--- config.mk ---
export PLATFORM = sky130hd
export DESIGN_NAME = siggen_top
export DESIGN_NICKNAME = d
export VERILOG_FILES = /design/src/rtl/siggen_regmap_pkg.sv /design/src/rtl/siggen_ctrl_pkg.sv /design/src/rtl/timebase.sv /design/src/rtl/config_regfile.sv /design/src/rtl/signal_generator.sv /design/src/rtl/siggen_top.sv
export SDC_FILE = /design/constraint.sdc
export NUM_CORES = 1
export LEC_CHECK = 0
export ABC_CLOCK_PERIOD_IN_PS = 6500
export BUFFER_PORTS_ARGS = -buffer_cell sky130_fd_sc_hd__buf_4
export CELL_PAD_IN_SITES_DETAIL_PLACEMENT = 0
export CELL_PAD_IN_SITES_GLOBAL_PLACEMENT = 1
export CORE_MARGIN = 2
export CORE_UTILIZATION = 51
export DETAILED_ROUTE_END_ITERATION = 6
export GPL_TIMING_DRIVEN = 0
export MAX_ROUTING_LAYER = met4
export PLACE_DENSITY = 0.9
export SKIP_LAST_GASP = 1
export SYNTH_ARGS = -nofsm -noshare
export SYNTH_HDL_FRONTEND = slang
export SYNTH_SLANG_ARGS = --single-unit
--- constraint.sdc ---
create_clock -name clk -period 6.5 [get_ports clk]
set_input_delay 0 -clock clk [delete_from_list [all_inputs] [get_ports clk]]
set_output_delay 0 -clock clk [all_outputs]
set_load 0.01 [all_outputs]
--- src/rtl/siggen_regmap_pkg.sv ---
// register map of the pattern generator; imported by every RTL module and by the testbench
package siggen_regmap_pkg;

	localparam int reg_count = 22;          // one-byte registers in the file

	// byte addresses
	localparam int pattern_base    = 0;     // pattern bytes 0..7 with bit n in byte n/8
	localparam int rise_ts_addr    = 8;     // rising edge timestamp with the lsb first
	localparam int fall_ts_addr    = 12;    // falling edge timestamp with the lsb first
	localparam int length_addr     = 17;    // pattern length in the low 6 bits where 0 means 64
	localparam int sleep_addr      = 18;    // sleep ticks where 0 means 256
	localparam int divisor_addr    = 19;    // timebase divisor
	localparam int config_addr     = 20;    // flags byte as laid out in siggen_ctrl_pkg
	localparam int trig_count_addr = 21;    // accepted trigger count that wraps at 255

	// byte address on the host port
	typedef logic [4:0] reg_addr_t;

	// whole register file as one packed word with byte i at [i]
	typedef logic [reg_count-1:0][7:0] reg_array_t;

	// one update request bit per register byte
	typedef logic [reg_count-1:0] reg_flags_t;

	// host write strobe valid for one cycle when en is high
	typedef struct packed {
		logic      en;                      // write strobe
		reg_addr_t addr;                    // target byte
		logic [7:0] data;                   // value to store
	} host_wr_t;

	// addresses 22 to 31 of the 32-entry address space lie above reg_count and read as zero
	// byte 16 has no function in the generator and is plain storage for the host

endpackage

--- src/rtl/siggen_ctrl_pkg.sv ---
// control encodings of the generator: modes, FSM states and the config byte layout
package siggen_ctrl_pkg;

	// what happens once a pass is over
	typedef enum logic [1:0] {
		mode_off    = 2'd0,                 // triggers ignored
		mode_single = 2'd1,                 // one pass, then one-shot bits cleared
		mode_multi  = 2'd2,                 // one pass per accepted trigger
		mode_loop   = 2'd3                  // passes repeat back to back
	} loop_mode_t;

	typedef enum logic [1:0] {
		st_idle    = 2'd0,                  // waiting for a trigger edge
		st_pattern = 2'd1,                  // shifting pattern bits
		st_sleep   = 2'd2                   // holding last bit for the sleep time
	} gen_state_t;

	// decoded view of the config byte, msb first
	typedef struct packed {
		logic       save_fall;              // store timestamp on falling trigger
		logic       save_rise;              // store timestamp on rising trigger
		loop_mode_t loop_mode;
		logic       trig_fall;              // falling edge may start a pass
		logic       trig_rise;              // rising edge may start a pass
		logic       div_bypass;             // tick every clk cycle
		logic       enable;
	} sig_cfg_t;

	// same byte seen as register storage or as flags
	typedef union packed {
		logic [7:0] raw;
		sig_cfg_t   cfg;
	} cfg_byte_u;

	localparam logic [7:0] clear_single_mask = 8'b1111_0010; // drop enable and both edges
	localparam logic [7:0] clear_rise_mask   = 8'b1111_1011; // drop trig_rise
	localparam logic [7:0] clear_fall_mask   = 8'b1111_0111; // drop trig_fall

endpackage

--- src/rtl/timebase.sv ---
// timebase of the generator; free-running timestamp and a divided step tick
`timescale 1ns/100ps

module timebase
	import siggen_regmap_pkg::*;
	import siggen_ctrl_pkg::*;
(
	input  logic        clk,
	input  logic        rst_n,
	input  reg_array_t  regs,                    // divisor and bypass are read from here
	output logic        tick,                    // one-cycle step strobe
	output logic [31:0] timestamp                // cycles since reset
);

	cfg_byte_u  cfg;                             // config byte, decoded for bypass
	logic [7:0] divisor;
	logic [7:0] div_cnt;                         // cycles left until divided clock toggles
	logic       div_clk;                         // divided clock, half period D+1

	assign cfg.raw = regs[config_addr];
	assign divisor = regs[divisor_addr];

	always_ff @(posedge clk) begin
		if (!rst_n) begin
			timestamp <= '0;
			div_cnt   <= '0;
			div_clk   <= 1'b0;
			tick      <= 1'b0;
		end else begin
			timestamp <= timestamp + 32'd1;      // wraps after 2^32 cycles
			if (div_cnt == 8'd0) begin
				div_cnt <= divisor;              // reload, new divisor takes effect here
				div_clk <= ~div_clk;
			end else begin
				div_cnt <= div_cnt - 8'd1;
			end
			// tick marks the cycle in which div_clk has just risen
			tick <= cfg.cfg.div_bypass | ((div_cnt == 8'd0) & ~div_clk);
		end
	end

endmodule

--- src/rtl/config_regfile.sv ---
// byte register file of the generator; host writes, generator write-back and a combinational read
`timescale 1ns/100ps

module config_regfile
	import siggen_regmap_pkg::*;
(
	input  logic       clk,
	input  logic       rst_n,
	input  host_wr_t   host_wr,                  // one-cycle host write strobe
	input  reg_flags_t upd_flags,                // generator update request per byte
	input  reg_array_t upd_data,                 // generator update value per byte
	input  reg_addr_t  rd_addr,
	output logic [7:0] rd_data,                  // byte at rd_addr, zero past the last one
	output reg_array_t regs                      // whole file to timebase and generator
);

	reg_flags_t host_sel;                        // decoded host write address
	reg_array_t regs_next;

	// address decode, writes beyond reg_count hit nothing
	always_comb begin
		host_sel = '0;
		for (int i = 0; i < reg_count; i++) begin
			host_sel[i] = host_wr.en & (host_wr.addr == reg_addr_t'(i));
		end
	end

	// generator has priority over the host on the same byte
	always_comb begin
		regs_next = regs;
		for (int i = 0; i < reg_count; i++) begin
			if (upd_flags[i]) begin
				regs_next[i] = upd_data[i];      // timestamp, count or cleared config
			end else if (host_sel[i]) begin
				regs_next[i] = host_wr.data;
			end
		end
	end

	always_ff @(posedge clk) begin
		if (!rst_n) begin
			regs <= '0;                          // pattern, config and counters all start empty
		end else begin
			regs <= regs_next;
		end
	end

	// read mux straight from the storage, so a write shows one cycle after its strobe
	always_comb begin
		rd_data = 8'h00;
		for (int i = 0; i < reg_count; i++) begin
			if (rd_addr == reg_addr_t'(i)) begin
				rd_data = regs[i];
			end
		end
	end

endmodule

--- src/rtl/signal_generator.sv ---
// pattern generator core; accepts trigger edges, shifts the pattern out and builds write-back
`timescale 1ns/100ps

module signal_generator
	import siggen_regmap_pkg::*;
	import siggen_ctrl_pkg::*;
(
	input  logic        clk,
	input  logic        rst_n,
	input  logic        trigger,                 // level, already synchronous to clk
	input  logic        tick,                    // timebase step strobe
	input  logic [31:0] timestamp,               // captured on accepted edges
	input  reg_array_t  regs,                    // current register contents
	output reg_flags_t  upd_flags,               // write-back request per byte
	output reg_array_t  upd_data,                // write-back value per byte
	output logic        sig_out,                 // serial pattern output
	output logic        running                  // high from accepted edge to end of sleep
);

	cfg_byte_u   cfg;                            // config byte as flags
	logic        trig_q;                         // trigger one cycle earlier
	gen_state_t  state;
	logic [7:0]  index;                          // pattern bit index, or sleep ticks left - 1
	logic [7:0]  next_index;
	logic [63:0] pattern;                        // bit n is bit n%8 of byte n/8
	logic [7:0]  len_m1;                         // L-1, L=0 read as 64
	logic [7:0]  sleep_m1;                       // S-1, S=0 read as 256
	logic        rise_edge;
	logic        fall_edge;
	logic        can_fire;                       // idle and armed
	logic        fire_rise;                      // accepted rising edge
	logic        fire_fall;                      // accepted falling edge
	logic        fire;
	logic [7:0]  cfg_cleared;                    // config byte after one-shot clearing

	assign cfg.raw    = regs[config_addr];
	assign pattern    = regs[pattern_base +: 8];
	assign len_m1     = {2'b00, regs[length_addr][5:0] - 6'd1}; // 6-bit wrap gives 63 for 0
	assign sleep_m1   = regs[sleep_addr] - 8'd1;               // 0 wraps to 255
	assign next_index = index - 8'd1;

	assign running = (state != st_idle);

	// edge detect and acceptance
	assign rise_edge = trigger & ~trig_q;
	assign fall_edge = ~trigger & trig_q;
	assign can_fire  = ~running & cfg.cfg.enable & (cfg.cfg.loop_mode != mode_off);
	assign fire_rise = can_fire & rise_edge & cfg.cfg.trig_rise;
	assign fire_fall = can_fire & fall_edge & cfg.cfg.trig_fall;
	assign fire      = fire_rise | fire_fall;

	// single mode disarms itself; with both edges armed only the fired one is dropped
	always_comb begin
		cfg_cleared = cfg.raw;                   // multi and loop keep the byte as is
		if (cfg.cfg.loop_mode == mode_single) begin
			if (cfg.cfg.trig_rise & cfg.cfg.trig_fall) begin
				cfg_cleared = fire_rise ? (cfg.raw & clear_rise_mask)
				                        : (cfg.raw & clear_fall_mask);
			end else begin
				cfg_cleared = cfg.raw & clear_single_mask;
			end
		end
	end

	// write-back, stored by the register file in the accepting cycle
	always_comb begin
		upd_flags = '0;                          // untouched bytes never requested
		upd_data  = regs;
		for (int i = 0; i < 4; i++) begin
			upd_data[rise_ts_addr + i]  = timestamp[8*i +: 8];
			upd_data[fall_ts_addr + i]  = timestamp[8*i +: 8];
			upd_flags[rise_ts_addr + i] = fire_rise & cfg.cfg.save_rise;
			upd_flags[fall_ts_addr + i] = fire_fall & cfg.cfg.save_fall;
		end
		upd_data[config_addr]      = cfg_cleared;
		upd_flags[config_addr]     = fire;
		upd_data[trig_count_addr]  = regs[trig_count_addr] + 8'd1; // wraps at 255
		upd_flags[trig_count_addr] = fire;
	end

	// pattern/sleep FSM, one step per tick
	always_ff @(posedge clk) begin
		if (!rst_n) begin
			trig_q  <= 1'b0;
			state   <= st_idle;
			index   <= '0;
			sig_out <= 1'b0;
		end else begin
			trig_q <= trigger;
			if (fire) begin
				state   <= st_pattern;           // msb of the selected length goes out now
				index   <= len_m1;
				sig_out <= pattern[len_m1[5:0]];
			end else if (tick) begin
				case (state)
					st_pattern: begin
						if (index == 8'd0) begin
							state <= st_sleep;   // sig_out keeps bit 0
							index <= sleep_m1;
						end else begin
							index   <= next_index;
							sig_out <= pattern[next_index[5:0]];
						end
					end
					st_sleep: begin
						if (index != 8'd0) begin
							index <= next_index;
						end else if (cfg.cfg.loop_mode == mode_loop) begin
							state   <= st_pattern; // next pass without a trigger
							index   <= len_m1;
							sig_out <= pattern[len_m1[5:0]];
						end else begin
							state <= st_idle;    // single and multi wait here
						end
					end
					default: begin
						state <= st_idle;        // idle, or recovery from the unused code
					end
				endcase
			end
		end
	end

endmodule

--- src/rtl/siggen_top.sv ---
// top of the serial pattern generator; register file, timebase and generator core
`timescale 1ns/100ps

module siggen_top
	import siggen_regmap_pkg::*;
(
	input  logic       clk,
	input  logic       rst_n,
	input  logic       trigger,                  // start level, synchronous to clk
	input  host_wr_t   host_wr,                  // one-cycle register write
	input  reg_addr_t  rd_addr,                  // combinational register read
	output logic [7:0] rd_data,
	output logic       sig_out,                  // pattern output
	output logic       running                   // a pass is in progress
);

	reg_array_t  regs;                           // register file contents
	reg_flags_t  upd_flags;                      // generator write-back requests
	reg_array_t  upd_data;                       // generator write-back values
	logic        tick;
	logic [31:0] timestamp;

	config_regfile u_regfile (
		.clk       (clk),
		.rst_n     (rst_n),
		.host_wr   (host_wr),
		.upd_flags (upd_flags),
		.upd_data  (upd_data),
		.rd_addr   (rd_addr),
		.rd_data   (rd_data),
		.regs      (regs)
	);

	timebase u_timebase (
		.clk       (clk),
		.rst_n     (rst_n),
		.regs      (regs),                       // divisor and bypass
		.tick      (tick),
		.timestamp (timestamp)
	);

	signal_generator u_gen (
		.clk       (clk),
		.rst_n     (rst_n),
		.trigger   (trigger),
		.tick      (tick),
		.timestamp (timestamp),
		.regs      (regs),
		.upd_flags (upd_flags),
		.upd_data  (upd_data),
		.sig_out   (sig_out),
		.running   (running)
	);

endmodule

==> summary.txt, run 1 <==
Main area contributors after synthesis -> dfxtp_1 (34%), mux2i_1 (8.0%), mux4_2 (7.6%)
Crit-path max FO -> 10
First-pass GRT wire length -> 75690 um
FF-to-FF setup slack -> 2550 ps
CP delay by family, top -> buffers and inverters
Syn_area_per_cell -> 8.747 um2
Max Clk Rate -> 0.2533 GHz
Final worst setup slack -> 2553 ps
Ys async rst share -> 0
Setup violators final -> 0
WP data arrival -> 4370 ps
Worst Setup End Kind -> flip-flop
Seq cells post-synth -> 230
Final period util -> 0.6073
RR Startpoint -> u_gen.index[0]$_SDFFE_PN0P_
Number of synthesized flops with an enable pin -> 0
Fill count -> 2389
Slowest cell on crit path -> buf_1
Hold EP -> u_regfile.regs[130]$_SDFFE_PN0P_
Ports -> 32
Via count -> 12720
Global placement routability congestion -> 1.004
Top FF cell, synth -> dfxtp_1
Clock Latency Late Sink -> 550 ps
Final wirelength -> 50850 um
Placed insts -> 1894
Worst-case reg-to-reg path depth -> 9
HP Class -> in -> reg
Sequential area share after synthesis -> 0.3438
Leak -> 0.006133 uW
Area Growth Syn to Fin -> 11.99%
Post-DP HPWL -> 37120 um
Fin nets -> 1628
Number of global-route vias before repair -> 11910
Initial Utilization -> 0.5168
Slowest cell delay on critical path -> 630 ps
Reg-to-Reg End -> u_gen.sig_out$_SDFFE_PN0P_
Die H -> 166.0 um
Vias per cell -> 6.524
Antenna violations before repair -> 0
Total CTS buffers -> 26
Clock skew -> 14.23 ps
Post-synthesis net count -> 1563
Fin area -> 15000 um2
Least-Margin Pin Slew -> 1373 ps
Worst VDD drop -> 243.7 uV
Synth top area share -> 0.3438
Total gr overflow -> 0
Final hold violations -> 0
CTS tree -> built
Clock Sinks -> 230
Core Area -> 25910 um2
Max-cap viol count -> 0
Deepest clock path buffer count -> 3
Antenna Cells -> 0
Largest net degree at the start of global routing -> 14
Critical Path Start Type -> flip-flop
Max_slew headroom -> 0.07720
Max-slew violation count -> 0
PwrDens -> 228.8 nW/um2
RSZ-0062 raised after global routing -> no
Clock Tree Root -> clkbuf_16
Synth cell types -> 73
Detailed Routing Iterations Pass 1 -> 7
Clk slew on worst S/H paths -> 70 ps
Worst Path Required -> 6930 ps
Routed length per instance -> 26.08 um
Total GRT Usage -> 0.3709
Final ANT Viol Nets -> 0
TNS Setup -> 0 ps
Fin cells -> 1950
Final Critical Period -> 3947 ps
Worst path bufs/invs -> 4
Cell depth of the worst setup path -> 9
DRC Markers -> 0
Die ar. -> 27570 um2
Hold_sp -> rst_n
Placed instance area -> 14030 um2
H-tree levels -> 1
IO buf count -> 27
Synth area leader -> dfxtp_1
Status -> finished, final reports clean
DP Worst Slack -> 2657 ps
Synth Cell Area -> 13390 um2
Row Count -> 59
Ratio of cells with drive above 1 in the final layout -> 0.09969
Cell breakdown of the critical path -> buf_1 -> inv_1 -> ha_1 -> clkbuf_1 -> clkbuf_1 -> mux4_2 -> mux4_2 -> a21oi_1 -> a311oi_1
Yosys Warn Count -> 0
Die X -> 166.0 um
Post-Synthesis Cells -> 1531
Hold path depth -> 2
Initial DRC Count -> 1783
Critical path class -> reg -> reg
PostCTS Resize Cnt -> 0
Post-layout util -> 0.5788
-- flip-flops by register name (all words and copies together) (netlist names), 2 cells and up --
register and flops:
u_gen.index 8, u_regfile.regs 176, u_timebase.div_cnt 8, u_gen.state 2
u_timebase.timestamp 32
-- metrics by stage --
stage / hold slack (ps) / total power (uW)
after floorplan: 121.7 / 1758
after global placement: 248.6 / 1899
after detailed placement: 252.8 / 1906
after CTS: 16.14 / 3425
after global routing: 27.30 / 3532
final: 69.97 / 3431
-- power by group --
group | internal [uW] | switching, uW | leakage, uW
logic | 147 | 270 | 0.00385
clock network | 911 | 627 | 0.000423
registers | 1450 | 30.1 | 0.00186
-- placed cells by master, fill, tap and decap left out, types with 8 or more instances in the layout --
master and count:
nor3b_1 8, mux2i_1 107, o21ai_0 46, o22ai_1 15, dlygate4sd3_1 9, and2_1 32, buf_2 17, nor2_1 64
a221oi_1 13, clkbuf_16 27, o211a_1 76, nor3_1 17, a31oi_1 14, nor2b_1 58, clkbuf_1 102, and3_1 10
inv_1 24, buf_4 30, mux4_2 45, nand3_1 135, dfxtp_1 230, nand2_1 222, nand2b_1 10, xnor2_1 24
xor2_1 22, a21oi_1 33, buf_1 11, a21boi_0 73, ha_1 10
-- cells by family after synthesis --
group | Yosys count | synth area share
and+or+nand+nor | 602 | 0.2221
buffers and inverters | 153 | 0.04522
adders and majority gates | 10 | 0.009343
xor gates and xnor gates | 47 | 0.03130
muxes | 158 | 0.1607
DFF | 230 | 0.3438
AOI/OAI and AO/OA | 331 | 0.1875
-- timing repair --
action                                 4_1_cts  5_1_grt
endpoints found under the hold margin       17        0
hold buffers                                 9        0
setup endpoints to repair                    0        0
buffers inserted                             0        0
-- metal layers --
metal / vias to the layer above / share of wire / wire length (um) / track usage
li1: 5673 / - / - / -
met1: 6124 / 0.40 / 20190 / 0.4774
met2: 750 / 0.44 / 22430 / 0.5576
met3: 175 / 0.10 / 5095 / 0.07150
met4: 0 / 0.062 / 3136 / 0.1894
met5: - / 0 / 0 / -
-- layout make-up --
class,instances,area (um2),area share
multi-input combinational,1148,8187,0.5459
sequential,230,4604,0.3070
clock buffer,35,735.7,0.04906
buffer,129,515.5,0.03437
tap,335,419.2,0.02795
timing repair buffer,37,300.3,0.02002
clock inverter,12,145.1,0.009678
inverter,24,90.09,0.006007
-- worst max path at each step --
| stage | from | endpoint | slack (ps) |
|---|---|---|---|
| floorplan | u_regfile.regs[136]$_SDFFE_PN0P_ | u_gen.sig_out$_SDFFE_PN0P_ | 3550 |
| global placement | u_gen.index[0]$_SDFFE_PN0P_ | u_gen.sig_out$_SDFFE_PN0P_ | 2660 |
| detailed placement | u_gen.index[0]$_SDFFE_PN0P_ | u_gen.sig_out$_SDFFE_PN0P_ | 2660 |
| CTS | u_gen.index[0]$_SDFFE_PN0P_ | u_gen.sig_out$_SDFFE_PN0P_ | 2630 |
| global route | u_gen.index[0]$_SDFFE_PN0P_ | u_gen.sig_out$_SDFFE_PN0P_ | 2370 |
| finish | u_gen.index[0]$_SDFFE_PN0P_ | u_gen.sig_out$_SDFFE_PN0P_ | 2550 |
-- worst register-to-register path, cell delays in order (launching register included) --
cell	delay [ps]
dfxtp_1	400
buf_1	630
inv_1	160
ha_1	320
clkbuf_1	470
clkbuf_1	610
mux4_2	440
mux4_2	530
a21oi_1	180
a311oi_1	100
-- Yosys cell counts (14+ instances only) --
cell and n:
clkbuf_1 97, nand3_1 135, mux2i_1 107, inv_1 24
a21oi_1 33, nand2_1 222, nor2_1 64, o211a_1 76
a31oi_1 14, xor2_1 22, o21ai_0 46, a21boi_0 73
and2_1 32, xnor2_1 24, dfxtp_1 230, nor2b_1 58
mux4_2 45, nor3_1 18, o22ai_1 15, buf_2 17
Power figures use the tool's default switching activity.
==> inputs of run 2 (changes only) <==
--- a/config.mk
+++ b/config.mk
@@ -5,16 +5,16 @@
 export SDC_FILE = /design/constraint.sdc
 export NUM_CORES = 1
 export LEC_CHECK = 0
-export ABC_CLOCK_PERIOD_IN_PS = 6500
+export ABC_CLOCK_PERIOD_IN_PS = 3400
 export BUFFER_PORTS_ARGS = -buffer_cell sky130_fd_sc_hd__buf_4
 export CELL_PAD_IN_SITES_DETAIL_PLACEMENT = 0
 export CELL_PAD_IN_SITES_GLOBAL_PLACEMENT = 1
 export CORE_MARGIN = 2
-export CORE_UTILIZATION = 51
+export CORE_UTILIZATION = 44
 export DETAILED_ROUTE_END_ITERATION = 6
 export GPL_TIMING_DRIVEN = 0
 export MAX_ROUTING_LAYER = met4
-export PLACE_DENSITY = 0.9
+export PLACE_DENSITY = 0.83
 export SKIP_LAST_GASP = 1
 export SYNTH_ARGS = -nofsm -noshare
 export SYNTH_HDL_FRONTEND = slang
==> constraint.sdc (replaced) <==
create_clock -name clk -period 3.4 [get_ports clk]
set_input_delay 0 -clock clk [delete_from_list [all_inputs] [get_ports clk]]
set_output_delay 0 -clock clk [all_outputs]
set_load 0.01 [all_outputs]
==> summary.txt, run 2 (same netlist as run 1, synthesis figures left out) <==
Clock Tree Root -> clkbuf_16
Leak -> 0.006175 uW
Die ar. -> 31850 um2
Detailed Routing Iterations Pass 1 -> 6
Area Growth Syn to Fin -> 13.01%
Slowest cell delay on critical path -> 470 ps
Cell breakdown of the critical path -> buf_6 -> buf_4 -> inv_1 -> ha_1 -> clkbuf_2 -> buf_4 -> mux4_2 -> mux4_2 -> mux2i_1 -> o22ai_1 -> a31oi_1 -> a311oi_1
Setup violators final -> 0
Commonest non-fill, non-tap cell in the layout -> dfxtp_1
Routed length per instance -> 25.95 um
Max-slew violation count -> 0
Final Critical Period -> 3301 ps
Slowest cell on crit path -> mux4_2
Initial Utilization -> 0.4494
RSZ-0062 raised after global routing -> no
Global placement routability congestion -> 1.010
Final hold violations -> 0
Least-Margin Pin Slew -> 1284 ps
Die H -> 178.5 um
Clock skew -> 21.39 ps
Row Count -> 63
Fin area -> 15130 um2
Total GRT Usage -> 0.3348
Core Area -> 29800 um2
Placed instance area -> 14080 um2
Final period util -> 0.9709
Worst VDD drop -> 354.0 uV
Net switching power -> 1800 uW
Ratio of cells with drive above 1 in the final layout -> 0.1009
Max reg flops -> 176
Worst Path Required -> 3830 ps
HP Class -> in -> reg
CP delay by family, top -> buffers and inverters
Largest net degree at the start of global routing -> 15
Top Registers -> u_regfile.regs: 176 flops, u_timebase.timestamp: 32 flops
H-tree levels -> 1
TNS Setup -> 0 ps
Die X -> 178.5 um
Clock Sinks -> 230
IO buf count -> 27
Vias per cell -> 6.335
Final wirelength -> 52030 um
Clk pwr share -> 0.462
Clk slew on worst S/H paths -> 60 ps
Cell-internal power -> 4928 uW
Worst path bufs/invs -> 5
Deepest clock path buffer count -> 3
Fin cells -> 2005
CTS tree -> built
Via count -> 12700
Max Clk Rate -> 0.3029 GHz
First-pass GRT wire length -> 76450 um
Final worst setup slack -> 98.78 ps
Initial DRC Count -> 1775
PwrDens -> 444.6 nW/um2
Fin nets -> 1628
Crit-path max FO -> 10
Worst Setup End Kind -> flip-flop
Critical Path Start Type -> flip-flop
Max_slew headroom -> 0.1368
Sequential fraction of design power -> 0.420
Most frequent cells in the layout -> dfxtp_1 (229), nand2_1 (222), nand3_1 (135)
Clock Latency Late Sink -> 560 ps
Ports -> 32
Largest Register -> u_regfile.regs
Final ANT Viol Nets -> 0
DP Worst Slack -> -447.9 ps
WP data arrival -> 3730 ps
Total CTS buffers -> 27
Comb pwr share -> 0.119
Total gr overflow -> 0
Number of global-route vias before repair -> 11830
Antenna Cells -> 0
Critical path class -> reg -> reg
Sw frac -> 0.2676
Post-DP HPWL -> 37910 um
Antenna violations before repair -> 0
Status -> finished, final reports clean
Placed insts -> 1948
Max-cap viol count -> 0
DRC Markers -> 0
==> run 2: worst paths after layout <==
kind	cells past startpoint	startpoint	to	slack (ps)
setup reg to reg	12	u_regfile.regs[136]$_SDFFE_PN0P_	u_gen.sig_out$_SDFFE_PN0P_	100
hold reg to reg	2	u_regfile.regs[128]$_SDFFE_PN0P_	u_regfile.regs[128]$_SDFFE_PN0P_	470
hold / removal	3	rst_n	u_timebase.timestamp[11]$_SDFF_PN0_	180
setup / recovery	12	u_regfile.regs[136]$_SDFFE_PN0P_	u_gen.sig_out$_SDFFE_PN0P_	100
==> run 2: what timing repair did <==
action                                 CTS  global route
hold buffers                            10             0
buffers inserted                         0             0
endpoints found under the hold margin   21             0
setup endpoints to repair                1             1
resized for setup                        5             1
==> run 2: layer usage <==
metal | track usage | part of all wire | vias up
met3 | 0.06266 | 0.095 | 167
met5 | - | 0 | -
li1 | - | - | 5682
met4 | 0.1514 | 0.052 | 0
met1 | 0.4403 | 0.41 | 6147
met2 | 0.5002 | 0.44 | 706
==> run 2: per-stage QoR <==
step	hold slack [ps]	util	power (uW)
floorplan	121.7	-	3360
detailed placement	250.6	0.4726	3645
global placement	252.2	0.4726	3634
CTS	173.5	0.5080	6726
global route	213.1	0.5079	6913
finish	183.2	0.5079	6728
==> run 2: worst reg2reg max path: cells and delay by family (launching register included) <==
| family | cells | cell delay [ps] |
|---|---|---|
| AO/OA/AOI/OAI | 3 | 360 |
| flip-flops | 1 | 390 |
| adder cells (fa/ha/maj) | 1 | 280 |
| multiplexers | 3 | 1060 |
| buffers and inverters | 5 | 1100 |
==> run 2: layout make-up <==
class                           instances  area [um2]
Timing Repair Buffer                   37       302.8
Clock buffer                           38       767.0
Buffer                                128       521.8
Clock inverter                         10       177.7
Tap cell                              390       488.0
Fill cell                            2867       14660
Multi-Input combinational cell       1148        8182
Sequential cell                       230        4606
Inverter                               24       90.09
==> run 2: power by group through the flow <==
stage,combinational (uW),sequential [uW],clock (uW)
6_report,798,2820,3110
5_1_grt,845,2830,3240
4_1_cts,779,2820,3130
3_5_place_dp,765,2880,0
3_3_place_gp,756,2880,0
2_1_floorplan,498,2860,0
